### src/merge_settings.svh
`ifndef MERGE_SETTINGS_SVH
`define MERGE_SETTINGS_SVH

////////////////////
// Tuple geometry
////////////////////

`define MERGE_TUPLE_LEN 8      // Elements per tuple
`define MERGE_KEY_W 16         // Key zero marks a terminator
`define MERGE_PAYLOAD_W 16

////////////////////
// Buffering
////////////////////

`define MERGE_FIFO_DEPTH 16
`define MERGE_FIFO_SLACK 2     // Free entries at which almost-full rises

`endif

### src/merge_pkg.sv
`default_nettype none

`include "merge_settings.svh"

package merge_pkg;

   typedef logic [`MERGE_KEY_W-1:0] key_t;

   // Key sits in the low half so element compares look at the low bits
   typedef struct packed {
      logic [`MERGE_PAYLOAD_W-1:0] payload;
      key_t                        key;
   } elem_t;

   // Element 0 holds the smallest key of a sorted tuple
   typedef elem_t [`MERGE_TUPLE_LEN-1:0] tuple_t;

endpackage

`default_nettype wire

### src/bitonic_merge_16.sv
`timescale 1ns/10ps
`default_nettype none

`include "merge_settings.svh"

module bitonic_merge_16 import merge_pkg::*; (
   input  wire tuple_t i_low_tuple,
   input  wire tuple_t i_high_tuple,
   output tuple_t      o_low_tuple,
   output tuple_t      o_high_tuple
);

   localparam int HALF   = `MERGE_TUPLE_LEN;
   localparam int N      = 2 * HALF;
   localparam int LAYERS = $clog2(N);

   elem_t net [LAYERS+1][N];   // One row per layer of the network

   genvar l;
   genvar i;

   ////////////////////
   // Bitonic input and sorted output
   ////////////////////

   generate
      for (i = 0; i < HALF; i++) begin : g_ends
         assign net[0][i]       = i_low_tuple[i];
         assign net[0][N-1-i]   = i_high_tuple[i];   // Reversed so the sequence rises then falls
         assign o_low_tuple[i]  = net[LAYERS][i];
         assign o_high_tuple[i] = net[LAYERS][HALF+i];
      end
   endgenerate

   ////////////////////
   // Half-cleaner layers
   ////////////////////

   generate
      for (l = 0; l < LAYERS; l++) begin : g_layer
         localparam int STRIDE = N >> (l + 1);
         for (i = 0; i < N; i++) begin : g_elem
            if ((i & STRIDE) == 0) begin : g_min
               assign net[l+1][i] = (net[l][i].key <= net[l][i+STRIDE].key) ?
                                    net[l][i] : net[l][i+STRIDE];
            end else begin : g_max
               assign net[l+1][i] = (net[l][i-STRIDE].key <= net[l][i].key) ?
                                    net[l][i] : net[l][i-STRIDE];
            end
         end
      end
   endgenerate

endmodule

`default_nettype wire

### src/merge_datapath.sv
`timescale 1ns/10ps
`default_nettype none

`include "merge_settings.svh"

module merge_datapath import merge_pkg::*; (
   input  wire         i_clk,
   input  wire         i_rst_n,
   input  wire tuple_t i_tuple,
   input  wire         i_advance,
   input  wire         i_finish,
   output tuple_t      o_tuple,
   output logic        o_write
);

   tuple_t held_q;     // Upper eight elements seen so far
   tuple_t net_low;
   tuple_t net_high;
   logic   primed_q;

   bitonic_merge_16 i_net (
      .i_low_tuple  (held_q),
      .i_high_tuple (i_tuple),
      .o_low_tuple  (net_low),
      .o_high_tuple (net_high)
   );

   ////////////////////
   // Control state
   ////////////////////

   always_ff @(posedge i_clk) begin
      if (!i_rst_n) begin
         primed_q <= 1'b0;
         o_write  <= 1'b0;
      end else begin
         o_write <= i_advance && primed_q;   // Only a primed step has something to emit
         if (i_advance) begin
            primed_q <= !i_finish;
         end
      end
   end

   ////////////////////
   // Held and emitted tuples
   ////////////////////

   always_ff @(posedge i_clk) begin
      if (i_advance) begin
         if (i_finish) begin
            o_tuple <= held_q;   // Flush closes the run
         end else if (primed_q) begin
            o_tuple <= net_low;
            held_q  <= net_high;
         end else begin
            held_q <= i_tuple;   // First tuple of a run
         end
      end
   end

   function automatic logic keys_ascending(tuple_t t);
      logic ok;
      ok = 1'b1;
      for (int k = 1; k < `MERGE_TUPLE_LEN; k++) begin
         ok &= (t[k-1].key <= t[k].key);
      end
      return ok;
   endfunction

   a_emit_sorted: assert property (@(posedge i_clk) disable iff (!i_rst_n)
      o_write |-> keys_ascending(o_tuple));

endmodule

`default_nettype wire

### config.mk
export PLATFORM = sky130hd
export DESIGN_NAME = merge_datapath
export DESIGN_NICKNAME = d
export VERILOG_FILES = /design/src/merge_pkg.sv /design/src/bitonic_merge_16.sv /design/src/merge_datapath.sv
export VERILOG_INCLUDE_DIRS = /design/src /design/src/src
export SDC_FILE = /design/constraint.sdc
export NUM_CORES = 2
export LEC_CHECK = 0
export BUFFER_PORTS_ARGS = -buffer_cell sky130_fd_sc_hd__buf_2
export CAP_MARGIN = 10
export CORE_MARGIN = 5
export CORE_UTILIZATION = 30
export DETAILED_ROUTE_END_ITERATION = 16
export PLACE_DENSITY = 0.43
export SYNTH_ARGS = -nofsm -noshare
export SYNTH_HDL_FRONTEND = slang
export SYNTH_HIERARCHICAL = 1
export SYNTH_SLANG_ARGS = --single-unit
export TNS_END_PERCENT = 50
### constraint.sdc
create_clock -name i_clk -period 35.2 [get_ports i_clk]
set_input_delay 8.8 -clock i_clk [delete_from_list [all_inputs] [get_ports i_clk]]
set_output_delay 8.8 -clock i_clk [all_outputs]
set_load 0.1 [all_outputs]
**Word-level counts from Yosys, hierarchy flattened**

Cells that the tools add are included.

- Magnitude comparators: 32
- Multiplexer cells: 67
- Bitwise gates (word level): 1
- Reduce and logical (&&, ||, !) cells: 5

Operators with widths:

| operator | number |
|---|---|
| 32-bit 2-to-1 mux | 64 |
| 256-bit 2-to-1 mux | 3 |
| 16-bit less-or-equal comparator | 32 |
| 2-bit AND reduction | 2 |
| 2-bit nonzero test | 1 |
| 1-bit logical AND | 1 |
| 1-bit logical NOT | 1 |
| 1-bit NOT | 1 |

- Output and inout port bits: 257
- Logic and storage cells: 139
- Input port bits: 260
- Bits in registers: 514

**Depth between registers and ports, before layout**

- Word-level depth: 10
- Mapped depth: 58
- Mapped depth without buffers: 49

**By module**

The synthesis kept the hierarchy.

Modules (own cells, without submodules):

| module | cells an instance | times used | area each (µm²) | seq. area each (µm²) |
|---|---|---|---|---|
| bitonic_merge_16 | 5424 | 1 | 37867.6 | 0.0 |
| merge_datapath | 1089 | 1 | 23318.6 | 15414.8 |

**Least setup slack after synthesis**

OpenSTA, ideal clock, no wires.

- Path kind: input to register
- Start: input i_finish
- End: register held_q[0] (netlist bit), enable pin
- Data required time: 34.294 ns
- Cell stages on the path: 4
- Arrival time: 20.425 ns
- Buffers on the path: 3
- Setup slack: 13.869 ns
- Library setup time: 0.906 ns
- Path through: buf_6 -> buf_6 -> buf_6 -> nor2b_1

- Cells in the longest elaborated chain, start to end: 2

RTL lines:

| element | line | RTL |
|---|---|---|
| from (decl) | merge_datapath.sv:11 | `input wire i_finish,` |
| 1-bit NOT (no line) | - |  |
| 2-bit AND reduction (no line) | - |  |
| to (signal assigned) | merge_datapath.sv:54 | `held_q <= net_high;` |
| to (signal assigned) | merge_datapath.sv:56 | `held_q <= i_tuple;` |
| to (decl) | merge_datapath.sv:16 | `tuple_t held_q;` |

No other way between the ends.
A chain may end at the register's enable or synchronous reset.

==> metrics.txt <==
status=completed; top-area cell type share of the netlist area=0.251; Max Slew Vio Count=0; Post-synth ARST share=0; global-route wire length before repair=454,000 um; register area=about 15,000 um2; buffer and inverter count on the worst path=10; most frequent cells in the layout=mux2i_1, nor2_1, buf_2, edfxtp_1, ha_1; Synth area leaders=edfxtp_1, mux2i_1, ha_1; number of global-route vias before repair=51.5k; die width=462 um; slew margin rel.=0.0958; Req. time, crit path=35.69 ns; CTS Buf Count=74; Final ANT Viol Nets=0; total gr overflow=0; cts hold-fix bufs=0; Worst Setup End Kind=register; GPL Wtd Cong=1.01; Clk pin slew, worst setup/hold paths=0.06 ns; post-synth top area cell=edfxtp_1; Bufs on Longest Clock Path=3; area of the multi-input gates=42,300 um2; Levels on crit path=45; r2r setup slk=a little under 20 ns; Top FF cell, synth=edfxtp_1; Fill cells=20.7k; clk_lat worst skew=0.76 ns; initial core utilization=0.302; Crit. Startpoint=i_tuple[207]; Fin. Hold Viols=0; Slew @ Worst Pin=1.32 ns; clk_skew=0.0350 ns; Seq cells post-synth=514; worst hold path type=register to register; WL per Instance=36.3 um; CTS sink count=514; postcts setup bufs=0; Yosys warning total=6; CP arrival=about 24 ns; final wirelength=346,000 um; crit path kind=input port to register; All-Layer GR Usage=0.311; kind of cell adding the most delay to the critical path=buffers and inverters; nets=7,549; most used cell, CP=buf_4; H-tree depth=3; Die H=462 um; Worst R2R Start=held_q[45]; mean post-synth cell area=9.39 um2; # resized after CTS=0; layout cells sized above 1=0.248; Max Fanout on Critical Path=99; Crit-path slowest cell=o21ai_0; Yosys cell types=94; min Tclk post-route=about 23 ns; initial antenna violation count=76; Layout Area Growth over Synthesis=12.4%; Tcrit/Tclk final=0.657; Final setup viols=0; post-DP HPWL=about 280,000 um; r2r endpoint=o_tuple[156]; worst setup path end=o_tuple[156]; CP startpoint kind=input port; Worst Reg-to-Reg Cells=43; crit-path max cell delay=roughly 1.1 ns; vias=56.8k; max frequency=roughly 0.043 GHz; initial drt markers=7,237; die area=213,000 um2; Cells after Synth=6,513; Cell Area, Synth=61,200 um2; CTS tree=yes; post-synthesis sequential area ratio=0.252; DRC viols=0; RSZ-0062 raised after global routing=false; # IOs=517; # rows=165; Post-synth EDFFs=512; CTS Root Cell=clkbuf_16; most common cell after layout, fill and taps aside=mux2i_1; syn_nets=7,269; Pre-antenna DRT Iters=6; Max-Cap Viols=0; vias per cell=5.96; port bufs=516; Post-Route Setup TNS=0 ns; core area=203,000 um2; pin count of the biggest net entering global routing=111
cells in the mapped netlist, drive strengths merged, types with 41 or more instances:
cell / number
a31oi: 77
a21oi: 443
nand4: 114
mux2i: 945
ha: 496
buf: 211
clkbuf: 235
inv: 431
a21o: 118
nand3: 100
and2: 44
o221ai: 41
a311oi: 64
nor3: 89
edfxtp: 512
nor2: 539
o21ai: 284
mux2: 825
nand2: 481
final cells by class:
type,instances,area share
Sequential cell,514,0.224
Clock buffer,86,0.0276
Tap cell,2672,0.0486
Multi-Input combinational cell,5121,0.615
Inverter,432,0.0236
Timing Repair Buffer,650,0.0532
Antenna cell,20,0.000728
Clock inverter,42,0.00718
routing by layer:
metal / share of wire / vias to the layer above / track usage
li1: - / 24833 / -
met1: 0.47 / 28565 / 0.466
met2: 0.41 / 3063 / 0.444
met3: 0.091 / 356 / 0.0670
met4: 0.028 / 24 / 0.0829
met5: 0.00041 / - / 0
state kept, by name, summed over array words and instances (netlist names):
signal / flops
primed_q: 1
o_tuple: 256
held_q: 256
o_write: 1
cell families after synthesis:
| family | synth area share |
|---|---|
| xor+xnor | 0.00157 |
| flops | 0.252 |
| compound gates | 0.142 |
| mux | 0.331 |
| buf+inv | 0.0627 |
| fa+ha+maj | 0.103 |
| simple gates | 0.108 |
worst min-delay path by stage:
| stage | startpoint | to | slack, ns | cells past startpoint |
|---|---|---|---|---|
| 4_1_cts | held_q[152] | o_tuple[152] | 0.62 | 1 |
| 2_1_floorplan | held_q[222] | o_tuple[222] | 0.57 | 1 |
| 5_1_grt | held_q[152] | o_tuple[152] | 0.63 | 1 |
| 6_report | held_q[81] | o_tuple[81] | 0.62 | 1 |
| 3_3_place_gp | held_q[80] | o_tuple[80] | 0.59 | 1 |
| 3_5_place_dp | held_q[59] | o_tuple[59] | 0.60 | 1 |
metrics by stage:
| stage | instance area, um2 | hold WS [ns] | util | setup WS, ns | std cells |
|---|---|---|---|---|---|
| floorplan | 61200 | 0.571 | - | 13.87 | 6513 |
| global placement | 66200 | 0.593 | 0.327 | 11.12 | 9380 |
| detailed placement | 66300 | 0.602 | 0.327 | 11.58 | 9384 |
| CTS | 68700 | 0.616 | 0.339 | 12.41 | 9512 |
| global route | 68700 | 0.632 | 0.339 | 11.44 | 9521 |
| finish | 68800 | 0.618 | 0.340 | 12.07 | 9537 |
Power is left out: the tool's default activity adds up to more than one toggle a clock period on the data nets, which glitch-free logic cannot reach.
