## config.mk

```make
export PLATFORM = sky130hd
export DESIGN_NAME = tuple_fifo
export DESIGN_NICKNAME = d
export VERILOG_FILES = /design/src/merge_pkg.sv /design/src/tuple_fifo.sv
export VERILOG_INCLUDE_DIRS = /design/src /design/src/src
export SDC_FILE = /design/constraint.sdc
export NUM_CORES = 2
export LEC_CHECK = 0
export BUFFER_PORTS_ARGS = -buffer_cell sky130_fd_sc_hd__buf_2
export CAP_MARGIN = 40
export CORE_MARGIN = 2
export CORE_UTILIZATION = 50
export CTS_CLUSTER_SIZE = 28
export DETAILED_ROUTE_END_ITERATION = 6
export PLACE_DENSITY = 0.63
export SETUP_SLACK_MARGIN = 0.5
export SYNTH_ARGS = -nofsm -noshare
export SYNTH_HDL_FRONTEND = slang
export SYNTH_SLANG_ARGS = --single-unit
```

## constraint.sdc

```tcl
create_clock -name i_clk -period 9.46 [get_ports i_clk]
set_clock_uncertainty 0.2 [all_clocks]
set_input_delay 0.473 -clock i_clk [delete_from_list [all_inputs] [get_ports i_clk]]
set_output_delay 0.473 -clock i_clk [all_outputs]
set_load 0.005 [all_outputs]
```

## src/merge_settings.svh

```systemverilog
`ifndef MERGE_SETTINGS_SVH
`define MERGE_SETTINGS_SVH

////////////////////
// Tuple geometry
////////////////////

`define MERGE_TUPLE_LEN 8      // Elements per tuple
`define MERGE_KEY_W 16         // Key zero marks a terminator
`define MERGE_PAYLOAD_W 16

////////////////////
// Buffering
////////////////////

`define MERGE_FIFO_DEPTH 16
`define MERGE_FIFO_SLACK 2     // Free entries at which almost-full rises

`endif

```

## src/merge_pkg.sv

```systemverilog
`default_nettype none

`include "merge_settings.svh"

package merge_pkg;

   typedef logic [`MERGE_KEY_W-1:0] key_t;

   // Key sits in the low half so element compares look at the low bits
   typedef struct packed {
      logic [`MERGE_PAYLOAD_W-1:0] payload;
      key_t                        key;
   } elem_t;

   // Element 0 holds the smallest key of a sorted tuple
   typedef elem_t [`MERGE_TUPLE_LEN-1:0] tuple_t;

endpackage

`default_nettype wire

```

## src/tuple_fifo.sv

```systemverilog
`timescale 1ns/10ps
`default_nettype none

`include "merge_settings.svh"

module tuple_fifo import merge_pkg::*; (
   input  wire         i_clk,
   input  wire         i_rst_n,
   input  wire tuple_t i_data,
   input  wire         i_enq,
   input  wire         i_deq,
   output tuple_t      o_data,
   output logic        o_empty,
   output logic        o_full,
   output logic        o_almost_full
);

   localparam int DEPTH = `MERGE_FIFO_DEPTH;
   localparam int SLACK = `MERGE_FIFO_SLACK;
   localparam int PTR_W = $clog2(DEPTH);
   localparam int CNT_W = $clog2(DEPTH + 1);

   tuple_t           mem [DEPTH];
   logic [PTR_W-1:0] wr_ptr;
   logic [PTR_W-1:0] rd_ptr;
   logic [CNT_W-1:0] count;

   ////////////////////
   // Storage
   ////////////////////

   always_ff @(posedge i_clk) begin
      if (i_enq) begin
         mem[wr_ptr] <= i_data;
      end
   end

   assign o_data = mem[rd_ptr];   // Head is always on the output

   ////////////////////
   // Pointers and fill level
   ////////////////////

   always_ff @(posedge i_clk) begin
      if (!i_rst_n) begin
         wr_ptr <= '0;
         rd_ptr <= '0;
         count  <= '0;
      end else begin
         if (i_enq) begin
            wr_ptr <= (wr_ptr == PTR_W'(DEPTH - 1)) ? '0 : wr_ptr + 1'b1;
         end
         if (i_deq) begin
            rd_ptr <= (rd_ptr == PTR_W'(DEPTH - 1)) ? '0 : rd_ptr + 1'b1;
         end
         case ({i_enq, i_deq})
            2'b10:   count <= count + 1'b1;
            2'b01:   count <= count - 1'b1;
            default: count <= count;
         endcase
      end
   end

   assign o_empty       = (count == '0);
   assign o_full        = (count == CNT_W'(DEPTH));
   assign o_almost_full = ((CNT_W'(DEPTH) - count) <= CNT_W'(SLACK));

   a_no_overrun: assert property (@(posedge i_clk) disable iff (!i_rst_n)
      !(i_enq && o_full));

   a_no_underrun: assert property (@(posedge i_clk) disable iff (!i_rst_n)
      !(i_deq && o_empty));

endmodule

`default_nettype wire

```

After elaboration in Yosys (flattened, before gate mapping) --
Memories as Yosys holds them, arrays and structs flattened. A register that Yosys moved wholly into a read port is not among the register bits. Index checks and enable logic that the tools add are counted. W data, S select, Z words.
Word-level totals: register bits 13, memory bits (writable) 4096, output and inout bits 259, memories 1
Operators by class: add/subtract/negate cells 5, magnitude comparators 1, equality and inequality tests 5, multiplexer cells 7, reduce and logical (&&, ||, !) cells 2
Memory list:
- mem | depth 16, bits a word 256, read ports 1, clocked after memory_dff 1, wr ports 1, RTL line tuple_fifo.sv:23 | tuple_t mem [DEPTH];
Operators by type and width (number):
- $mux W4 | 4
- $pmux W5 S2 | 1
- $add A4 B1 Y4 const B | 2
- $eq A4 B4 Y1 const B | 2
- $add A5 B1 Y5 const B | 1
- $eq A5 B5 Y1 const B | 1
- $le A5 B2 Y1 const B | 1
- $logic_not A5 Y1 | 1
- $sub A5 B1 Y5 const B | 1
- $sub A5 B5 Y5 const A | 1
- $eq A2 B1 Y1 const B | 1
- $eq A2 B2 Y1 const B | 1
- $mux W1 | 2
- $reduce_bool A2 Y1 | 1

Longest topological paths before layout --
word-level depth 4, depth in mapped cells 9

Least setup slack after synthesis --
No wires, ideal clock.
path kind input to register, start point in i_enq, end point mem mem[10][0] (netlist name) (enable), arrival 6.668 ns, required time 8.612 ns, setup slack 1.944 ns, stages 3, path buffers 0, cell sequence inv_1 -> nor3b_1 -> and2_1
Between the ends: cells in the longest elaborated chain, start to end 2
Ends and longest elaborated chain:
- from (decl) | RTL line tuple_fifo.sv:10 | input wire i_enq,
- $mux W1 | RTL line tuple_fifo.sv:33 | if (i_enq) begin
- $mux W1 (not written as such) | RTL line tuple_fifo.sv:34 | mem[wr_ptr] <= i_data;
- to (decl) | RTL line tuple_fifo.sv:23
Every way passes these cells.

==> impl_results.md <==
- Sequential area share after synthesis: approximately four fifths
- Slew @ Worst Pin: 1060 ps
- Buf/Inv on CP: 4
- Fmax: 176 MHz
- Yosys cell types: 38
- Total track usage: a little under a quarter
- Row Count: between 200 and 250
- Area post-placement: around 160000 µm²
- Area Overhead vs Synth: 16.0%
- CTS sink cnt: 4113
- EDFF count, synth: about 4100
- Synth Flop Type: edfxtp_1
- Routed WL per cell: just over 30 µm
- MaxCap Viol Count: 0
- Drt drc: 0
- # fillers: approximately 22000
- Vias in the first global route: about 75000
- Static leakage: roughly 56 nW
- Synthesized instance count: 6370
- DR pass1 iterations: 5
- TritonCTS Buffers: just over 400
- Initial antenna violation count: 74
- Number of port buffers: a little over 500
- Critical path depth: 7
- Hold Crit Class: in -> reg
- P_sw: between 8 and 9 mW
- CTS tree: done
- Count leader, synth: edfxtp_1
- #FFs+latches synth: 4113
- Switching Fraction: around a fifth
- Final period util: between 50% and 60%
- Fin crit period: approximately 5700 ps
- Area of the multi-input gates: around 28000 µm²
- CP top delay family: buffers and inverters
- Net Count, Synth: 6643
- Setup_tns: 0 ps
- CP max stage delay: 790 ps
- Most frequent cell on the critical path: buf_4
- Int Pwr: between 30 and 40 mW
- Vias: ~73000
- Detailed Place HPWL: about 190000 µm
- Post-DRT Antenna Nets: 0
- Clk slew on worst S/H paths: ~60 ps
- Die area: a little over 300000 µm²
- Post-Route WL: roughly 370000 µm
- Peak VDD IR: 0.000169 V
- CTS max path bufs: 4
- DRT iter0 DRCs: 7669
- Most common library cells after synthesis: edfxtp_1 (4096), mux4_2 (1024), a22oi_1 (284)
- Synth area leaders: edfxtp_1 (80%), mux4_2 (15%), a22oi_1 (1.4%)
- Overflow after GRT: 0
- Crit-path cells: buf_4 > buf_4 > buf_4 > mux4_2 > o22ai_1 > nor2_1 > buf_2
- Via density: 6.13
- Slew headroom: 29.3%
- Die Height: between 500 and 600 µm
- Ys Warns: 0
- Finish-stage setup viols: 0
- Reg2Reg Setup Slack: 5760 ps
- RSZ-0062 raised after global routing: no
- CP required: 8790 ps
- Core area: around 300000 µm²
- Reg area: between 100000 and 150000 µm²
- Async set or reset register ratio after synthesis: 0%
- Critical path type: reg -> out
- Placed insts: between 10000 and 15000
- Worst hold slack: roughly 210 ps
- Crit Path Max Fanout: 54
- Max Slew Vio Count: 0
- Logic pwr share: between 5 and 6%
- Ratio of cells with drive above 1 in the final layout: ~30%
- Starting density of the core: around half
- Flop pwr share: a little over half
- R2R depth: 4
- Latest clock arrival within the worst-skew pair: ~940 ps
- Status: complete, no violations
- Worst setup EP type: output pin
- Final Non-Filler Cells: around 12000
- Nets: ~7600
- CTS resizes: 0
- Crit path launch type: flip-flop
- Crit path DAT: about 5000 ps
- H-Tree Depth: 5
- First-pass GRT wire length: ~530000 µm
- Average size of a mapped cell: about 24 µm²
- Die Wd: between 500 and 600 µm
- Num ports: around 520
- Hold depth: 2
- Clock group share of total power: 41.7%
- CP max-delay cell: dfxtp_4
- Pwr Density: roughly 220 nW/µm²
- Largest net degree at the start of global routing: around 120
- GPL Wtd Cong: approximately 0.74
- Top cell type's share of synthesized area: about four fifths
- Final hold vios: 0
- Cell area after synthesis: about 150000 µm²
- Clock Tree Root: clkbuf_16
- Fin area: around 180000 µm²
- Fin util: about 58%
- Cell accounting for the most synthesized area: edfxtp_1
registers in the layout, indices dropped and copies added, names as in the netlist, named ones only:
signal  flops
count       5
rd_ptr      4
mem      4096
wr_ptr      4
cells in the final DEF (no fill, tap or decap), drive strengths merged, types with 3 or more instances in the layout:
cell type,count
buf,669
nor2,126
mux2i,3
edfxtp,4096
clkinvlp,7
dlygate4sd3,260
bufinv,45
nand3b,5
ha,13
mux4,1024
clkinv,195
diode,25
inv,15
xor2,5
and2,17
a21oi,8
dfxtp,17
o22ai,229
o21ai,5
nand2b,7
nand2,150
clkbuf,500
nand3,4
a22oi,284
path summary, 6_finish.rpt:
kind	start	end
setup / recovery	flip-flop	o_data[90]
hold / removal	i_data[186]	mem[2][186]$_DFFE_PP_
setup reg to reg	wr_ptr[3]$_SDFFE_PN0P_	mem[11][168]$_DFFE_PP_
hold reg to reg	wr_ptr[3]$_SDFFE_PN0P_	wr_ptr[3]$_SDFFE_PN0P_
per-stage QoR:
step,worst slack (ps),power [mW]
4_1_cts,3630,39.0
3_3_place_gp,4650,22.8
2_1_floorplan,1940,22.0
3_5_place_dp,4660,22.8
5_1_grt,3580,39.8
6_report,3790,38.7
cell type report:
cell class / count / share of cell area, %
multi-input cells: 1904 / 16.0
clock buffers: 500 / 6.00
diodes: 25 / 0.0352
inverters: 8 / 0.0169
repair buffers: 929 / 4.14
well taps: 4100 / 2.89
clock inverters: 254 / 1.54
flip-flops and latches: 4113 / 69.4
per-layer routing:
layer | track usage (%) | vias up | part of all wire [%]
li1 | - | 29600 | -
met1 | 32.7 | 39600 | 40
met5 | 0 | - | 0.11
met3 | 4.91 | 533 | 8.2
met2 | 39.0 | 2739 | 50
met4 | 4.96 | 64 | 1.9
kinds of logic (layout without fill, tap and decap cells):
group                    after synthesis  count (layout)  synth area share (%)
other                                  0              25                     0
flip-flops                          4113            4113                  80.4
AND/OR/NAND/NOR                      325             325                 0.883
adder cells (fa/ha/maj)               13              13                 0.106
XOR/XNOR                               7               7                0.0400
buffers and inverters                353            1691                  1.07
AO/OA/AOI/OAI                        532             532                  2.40
multiplexers                        1027            1027                  15.1
power groups by stage:
stage	combinational [mW]	clock, mW	sequential [mW]
after floorplan	1.19	0	20.8
after global placement	2.04	0	20.7
after detailed placement	2.10	0	20.7
after CTS	2.22	16.4	20.3
after global routing	2.35	17.1	20.4
final	2.18	16.1	20.3
timing repair:
action | in CTS | in global routing
setup buffers | 0 | 0
hold buffers | 260 | 0
hold endpoints to repair | 4113 | 0
worst reg2reg max path, delay by kind of cell (launching register included):
kind / cells / cell delay [ps]
buffers and inverters: 2 / 1600
flip-flops: 1 / 390
AND/OR/NAND/NOR: 2 / 1090
(Power assumes the default switching activity.)
