File: src/merge_settings.svh
`ifndef MERGE_SETTINGS_SVH
`define MERGE_SETTINGS_SVH

////////////////////
// Tuple geometry
////////////////////

`define MERGE_TUPLE_LEN 8      // Elements per tuple
`define MERGE_KEY_W 16         // Key zero marks a terminator
`define MERGE_PAYLOAD_W 16

////////////////////
// Buffering
////////////////////

`define MERGE_FIFO_DEPTH 16
`define MERGE_FIFO_SLACK 2     // Free entries at which almost-full rises

`endif

File: src/merge_pkg.sv
`default_nettype none

`include "merge_settings.svh"

package merge_pkg;

   typedef logic [`MERGE_KEY_W-1:0] key_t;

   // Key sits in the low half so element compares look at the low bits
   typedef struct packed {
      logic [`MERGE_PAYLOAD_W-1:0] payload;
      key_t                        key;
   } elem_t;

   // Element 0 holds the smallest key of a sorted tuple
   typedef elem_t [`MERGE_TUPLE_LEN-1:0] tuple_t;

endpackage

`default_nettype wire

File: src/merge_control.sv
`timescale 1ns/10ps
`default_nettype none

module merge_control import merge_pkg::*; (
   input  wire tuple_t i_a_head,
   input  wire tuple_t i_b_head,
   input  wire         i_a_empty,
   input  wire         i_b_empty,
   input  wire         i_out_almost_full,
   output logic        o_select_a,
   output logic        o_advance,
   output logic        o_finish,
   output logic        o_a_deq,
   output logic        o_b_deq
);

   key_t a_key;
   key_t b_key;
   logic a_term;
   logic b_term;

   assign a_key  = i_a_head[0].key;   // Smallest key of each head
   assign b_key  = i_b_head[0].key;
   assign a_term = (a_key == '0);
   assign b_term = (b_key == '0);

   ////////////////////
   // Selection
   ////////////////////

   always_comb begin
      if (a_term && !b_term) begin
         o_select_a = 1'b0;   // A has finished its run, drain B
      end else if (b_term && !a_term) begin
         o_select_a = 1'b1;
      end else begin
         o_select_a = (a_key <= b_key);
      end
   end

   // A step needs both heads and room for the tuple it may emit
   assign o_advance = !i_a_empty && !i_b_empty && !i_out_almost_full;
   assign o_finish  = o_advance && a_term && b_term;

   // Both terminators leave together when the run closes
   assign o_a_deq = o_advance && (o_finish || o_select_a);
   assign o_b_deq = o_advance && (o_finish || !o_select_a);

endmodule

`default_nettype wire

File: config.mk
export PLATFORM = sky130hd
export DESIGN_NAME = merge_control
export DESIGN_NICKNAME = d
export VERILOG_FILES = /design/src/merge_pkg.sv /design/src/merge_control.sv
export VERILOG_INCLUDE_DIRS = /design/src /design/src/src
export SDC_FILE = /design/constraint.sdc
export NUM_CORES = 1
export LEC_CHECK = 0
export BUFFER_PORTS_ARGS = -buffer_cell sky130_fd_sc_hd__buf_2
export CORE_AREA = 2 2 201 203
export DETAILED_ROUTE_END_ITERATION = 10
export DIE_AREA = 0 0 203 205
export GPL_ROUTABILITY_DRIVEN = 0
export SYNTH_ARGS = -nofsm -noshare
export SYNTH_HDL_FRONTEND = slang
export SYNTH_SLANG_ARGS = --single-unit
File: constraint.sdc
create_clock -name vclk -period 1.8
set_clock_uncertainty 0.1 [all_clocks]
set_input_delay 0.18 -clock vclk [all_inputs]
set_output_delay 0.18 -clock vclk [all_outputs]
set_load 0.01 [all_outputs]
Word level (Yosys, flattened, before mapping)
Cells that the tools add are included.
{"block": "op_classes", "n_eq_ne": 0, "n_shift": 0, "n_addsub": 0, "n_mux": 2, "n_mul": 0, "div_mod_pow": 0, "magnitude_cmp": 1, "bitwise_logic": 0, "reduce_logical": 18}
{"cell": "$logic_not A16 Y1", "n": 2}
{"cell": "$le A16 B16 Y1", "n": 1}
{"cell": "$logic_and A1 B1 Y1", "n": 8}
{"cell": "$logic_not A1 Y1", "n": 6}
{"cell": "$logic_or A1 B1 Y1", "n": 2}
{"cell": "$mux W1", "n": 2}
{"block": "totals", "elab_cells": 21, "output_inout_bits": 5, "register_bits": 0, "n_memories": 0, "rom_bits": 0, "input_bits": 515, "ram_bits": 0, "latch_bits": 0}

Depth between registers and ports, before layout
{"block": "logic_depth", "ltp_word": 8, "mapped_depth": 8, "mapped_depth_nobuf": 8}

Worst setup path before layout
Ideal clock, no wire load.
{"block": "synth_timing", "kind": "input-to-output", "from": "input i_b_head[13] (netlist name)", "to": "output o_a_deq", "path_slack_ns": 0.024, "t_arrival_ns": 1.496, "stages": 8, "n_path_buf": 0, "required_ns": 1.520, "cell_sequence": "inv_1 -> ha_1 -> nand4_2 -> nor2_2 -> nand4_1 -> or3_1 -> nand3_1 -> o211a_1"}
{"block": "synth_via", "elab_chain_len": 6, "elab_cells_between_ends": 10, "classes_between": "order compare: 1; mux: 2; reduce/logical: 7"}
{"element": "start: declaration", "line": "merge_control.sv:6", "text": "input wire tuple_t i_b_head,"}
{"element": "parallel branches: the longest is 4 deep, another holds $le A16 B16 Y1"}
{"element": "$logic_or A1 B1 Y1 *", "line": "merge_control.sv:46", "text": "assign o_a_deq = o_advance && (o_finish || o_select_a);"}
{"element": "$logic_and A1 B1 Y1 *", "line": "merge_control.sv:46"}
{"element": "end: declaration", "line": "merge_control.sv:13", "text": "output logic o_a_deq,"}
Mark *: on every way between the ends.

Final worst setup path
{"block": "layout_timing", "from": "input i_a_head[14] (netlist name)", "to": "output o_select_a"}
{"block": "layout_via", "elab_chain_len": 5, "elab_cells_between_ends": 7, "classes_between": "order compare: 1; mux: 2; reduce/logical: 4"}
{"element": "start: declaration", "line": "merge_control.sv:5", "text": "input wire tuple_t i_a_head,"}
{"element": "parallel branches: the longest is 4 deep, another holds $le A16 B16 Y1"}
{"element": "$mux W1 *", "line": "merge_control.sv:32", "text": "if (a_term && !b_term) begin"}
{"element": "end: declaration", "line": "merge_control.sv:10", "text": "output logic o_select_a,"}
Marks and branches as above.

==> impl_summary.md <==
Cells and area
Relative to the synthesized area, the layout overhead comes to 282.0%. The share of post-route cells with drive strength above 1 is 72.55%. Registers take 0 um^2. The sequential cell count is 0. The multi-input combinational cells in the finished layout cover a total of just under 700 um^2. The layout has 0 clock buffers. The filler cell count is between 4,000 and 5,000.

The number of nets in the finished design is slightly below 700. Once layout is complete, the utilization of the core stands at roughly 5.1%. The antenna diode instance count is 0.

Power and ir drop
The switching power is 0.0001572 W. The clock share of power is 0%. The power density over cell area is between 150 and 200 nW/um^2. Per report_power, the combinational group accounts for 100.0% of the total. The design internal power is roughly 0.00018 W. Across the VDD grid, the largest voltage drop is 92.13 uV. The switching part of the total power is between 40% and 50%.

Of the total power, registers draw 0%. The leakage power is just under 0.7 nW.

Synth
The most common cell in the synthesized netlist is sky130_fd_sc_hd__inv_1. The sequential cell area fraction in the yosys report is 0%. Synthesis instantiated 18 different standard cells from the library. The synthesized netlist occupies a cell area of about 520 um^2. The top cell type by area accounts for approximately two fifths of the synthesized area.

Synthesis produced a netlist with a net count of between 600 and 700. By area the synthesized netlist is led by sky130_fd_sc_hd__ha_1, sky130_fd_sc_hd__inv_1, sky130_fd_sc_hd__nor4_1, sky130_fd_sc_hd__a21oi_1, sky130_fd_sc_hd__nand4_1. The library cell with the largest summed area after synthesis is sky130_fd_sc_hd__ha_1. Yosys printed 0 warnings. By count the netlist is led by sky130_fd_sc_hd__inv_1, sky130_fd_sc_hd__ha_1, sky130_fd_sc_hd__a21oi_1, sky130_fd_sc_hd__nor4_1, sky130_fd_sc_hd__nand2_1. The mean cell area of the mapped netlist is about 6.7 um^2. The synthesized instance count is 78.

Drt
The iteration-0 DRC count of the detailed router is 36. The average wire per cell in the routed design is between 6 and 7 um. The mean number of vias per cell is 1.285. The iteration count of the initial detailed-routing pass is 3. The total length of routed wires is between 4000 and 5000 um.

The vias after detailed routing is 871. The count of nets left with antenna violations once routing finished came out at 0. The DRC violations left is 0.

Floorplanning
The die covers between 40,000 and 50,000 um^2. The initial utilization of the core area, before any placement, comes to between 1 and 1.5%. In this run the horizontal extent of the chip is ~200 um. The row count is 73.

The floorplan core area is 39,370 um^2. The top-level I/O count is 520. In this run the vertical extent of the chip is around 210 um.

Worst setup path
The critical path class is primary input to primary output. The critical path arrival is about 1.9 ns. The maximum fanout count along the critical path is 3. The worst setup path is launched from a primary input.

The worst setup path is captured at a primary output. At the worst endpoint, the required time is roughly 1.5 ns.

Timing
For the pin with the worst max-slew slack, the measured transition is 0.4408 ns. Setup violations remaining at the end of the flow were counted as 3. In the post-route analysis, the smallest setup slack over all paths is -0.3555 ns. The highest clock frequency the design can meet is about 460 MHz. Setup repair after global routing could not meet its margin everywhere. The final-report max-slew violation count was 0. Setup total negative slack on the finished layout was measured at -0.9708 ns. The final critical delay including setup and external delays is about 2.2 ns. In this run the tightest slew margin relative to its limit is a little over two thirds. The total count of hold-check failures in the final report came to 0. The part of the cycle the worst path needs is 119.8%.

Placed design
The HPWL after detailed placement is around 3500 um. The count of buffers from port buffering is 40.

Status
The checks that failed: setup timing. The run finished, with violations left.

Min path
The path type of the worst min-delay path is primary input to primary output.

Global routing
The number of antenna violations at the first check in global routing is 1. The residual overflow from global routing is 0. The global routing usage summed across all routing layers is around 1.9%. The first global-routing pass estimated between 5000 and 6000 um of wire. The via count of the first global-routing pass is between 800 and 900. The pin count of the biggest net entering global routing is 5.

Job
The number of maximum-capacitance violations is 0.

Clock tree
For this design, the CTS-stage hold fixing added 0 buffers.
==> stage by stage <==
stage,setup slack [ns],power [W],hold slack [ns],cell area (um^2),instances
final,-0.3555,0.0003373,0.6317,1993,678
after global routing,-0.4183,0.0003646,0.6754,1993,678
after CTS,-0.3191,0.0003122,0.6361,1927,677
after detailed placement,-0.5959,0.0002242,0.6358,1612,674
after global placement,-0.5492,0.0002213,0.6254,1612,674
after floorplan,0.02392,0.00007857,0.4357,521.8,78
==> final cells by class <==
type	instances	area share (%)
Multi-Input combinational cell	59	34.59
Tap cell	525	32.96
Timing Repair Buffer	75	28.50
Inverter	19	3.955
==> critical path: stages <==
cell	delay [ns]
sky130_fd_sc_hd__buf_4	0.13
sky130_fd_sc_hd__ha_4	0.28
sky130_fd_sc_hd__nand4_4	0.10
sky130_fd_sc_hd__nor2_4	0.15
sky130_fd_sc_hd__nand4_1	0.20
sky130_fd_sc_hd__or3_4	0.47
sky130_fd_sc_hd__nand2_1	0.08
sky130_fd_sc_hd__maj3_2	0.18
sky130_fd_sc_hd__buf_6	0.10
==> path summary, 6_finish.rpt <==
kind	from	end	slack (ns)	depth (start not counted)
worst max-delay path	i_a_head[14]	o_select_a	-0.36	9
worst min-delay path	i_out_almost_full	o_b_deq	0.63	4
==> power by group through the flow <==
stage	logic [W]	clock network [W]	registers, W
global route	0.000365	0	0
global placement	0.000221	0	0
floorplan	0.0000786	0	0
finish	0.000337	0	0
detailed placement	0.000224	0	0
CTS	0.000312	0	0
==> routing by layer <==
metal	share of wire [%]	GRT usage [%]	up-vias
met5	0	0	-
met4	0.31	0	0
met3	3.1	0.03182	2
met2	40	2.630	32
met1	57	3.217	406
li1	-	-	431
==> cells in the final DEF (no fill, tap or decap) <==
master / instances
sky130_fd_sc_hd__nor2_1: 1
sky130_fd_sc_hd__nand4_1: 4
sky130_fd_sc_hd__inv_1: 10
sky130_fd_sc_hd__o2111ai_4: 1
sky130_fd_sc_hd__ha_4: 10
sky130_fd_sc_hd__o21ai_0: 2
sky130_fd_sc_hd__nor4_1: 1
sky130_fd_sc_hd__nor2b_1: 1
sky130_fd_sc_hd__buf_2: 25
sky130_fd_sc_hd__nand2_4: 1
sky130_fd_sc_hd__nand4_4: 1
sky130_fd_sc_hd__inv_2: 6
sky130_fd_sc_hd__buf_8: 3
sky130_fd_sc_hd__nor4_2: 6
sky130_fd_sc_hd__nand2_2: 2
sky130_fd_sc_hd__nor3_1: 3
sky130_fd_sc_hd__nor2_4: 2
sky130_fd_sc_hd__buf_4: 35
sky130_fd_sc_hd__or3_1: 1
sky130_fd_sc_hd__buf_6: 12
sky130_fd_sc_hd__inv_4: 3
sky130_fd_sc_hd__nor4_4: 1
sky130_fd_sc_hd__nand2_1: 3
sky130_fd_sc_hd__nand3_2: 1
sky130_fd_sc_hd__ha_1: 6
sky130_fd_sc_hd__o21a_1: 1
sky130_fd_sc_hd__o211a_1: 1
sky130_fd_sc_hd__a21oi_1: 8
sky130_fd_sc_hd__maj3_2: 1
sky130_fd_sc_hd__or3_4: 1
==> what timing repair did <==
| item | CTS | global route |
|---|---|---|
| resized for setup | 53 | 9 |
| endpoints found under the setup margin | 4 | 4 |
| pin swaps | 18 | 5 |
| endpoints found under the hold margin | 0 | 0 |
| buffers inserted | 3 | 1 |
==> cells by family (layout without fill, tap and decap cells) <==
logic type	Yosys count	in the layout	share of synthesized area, %
adders and majority gates	17	17	40.53
buffers and inverters	19	94	13.67
and+or+nand+nor	29	29	31.17
AOI/OAI and AO/OA	13	13	14.63
Note: power is estimated with default switching activity, not from simulation.
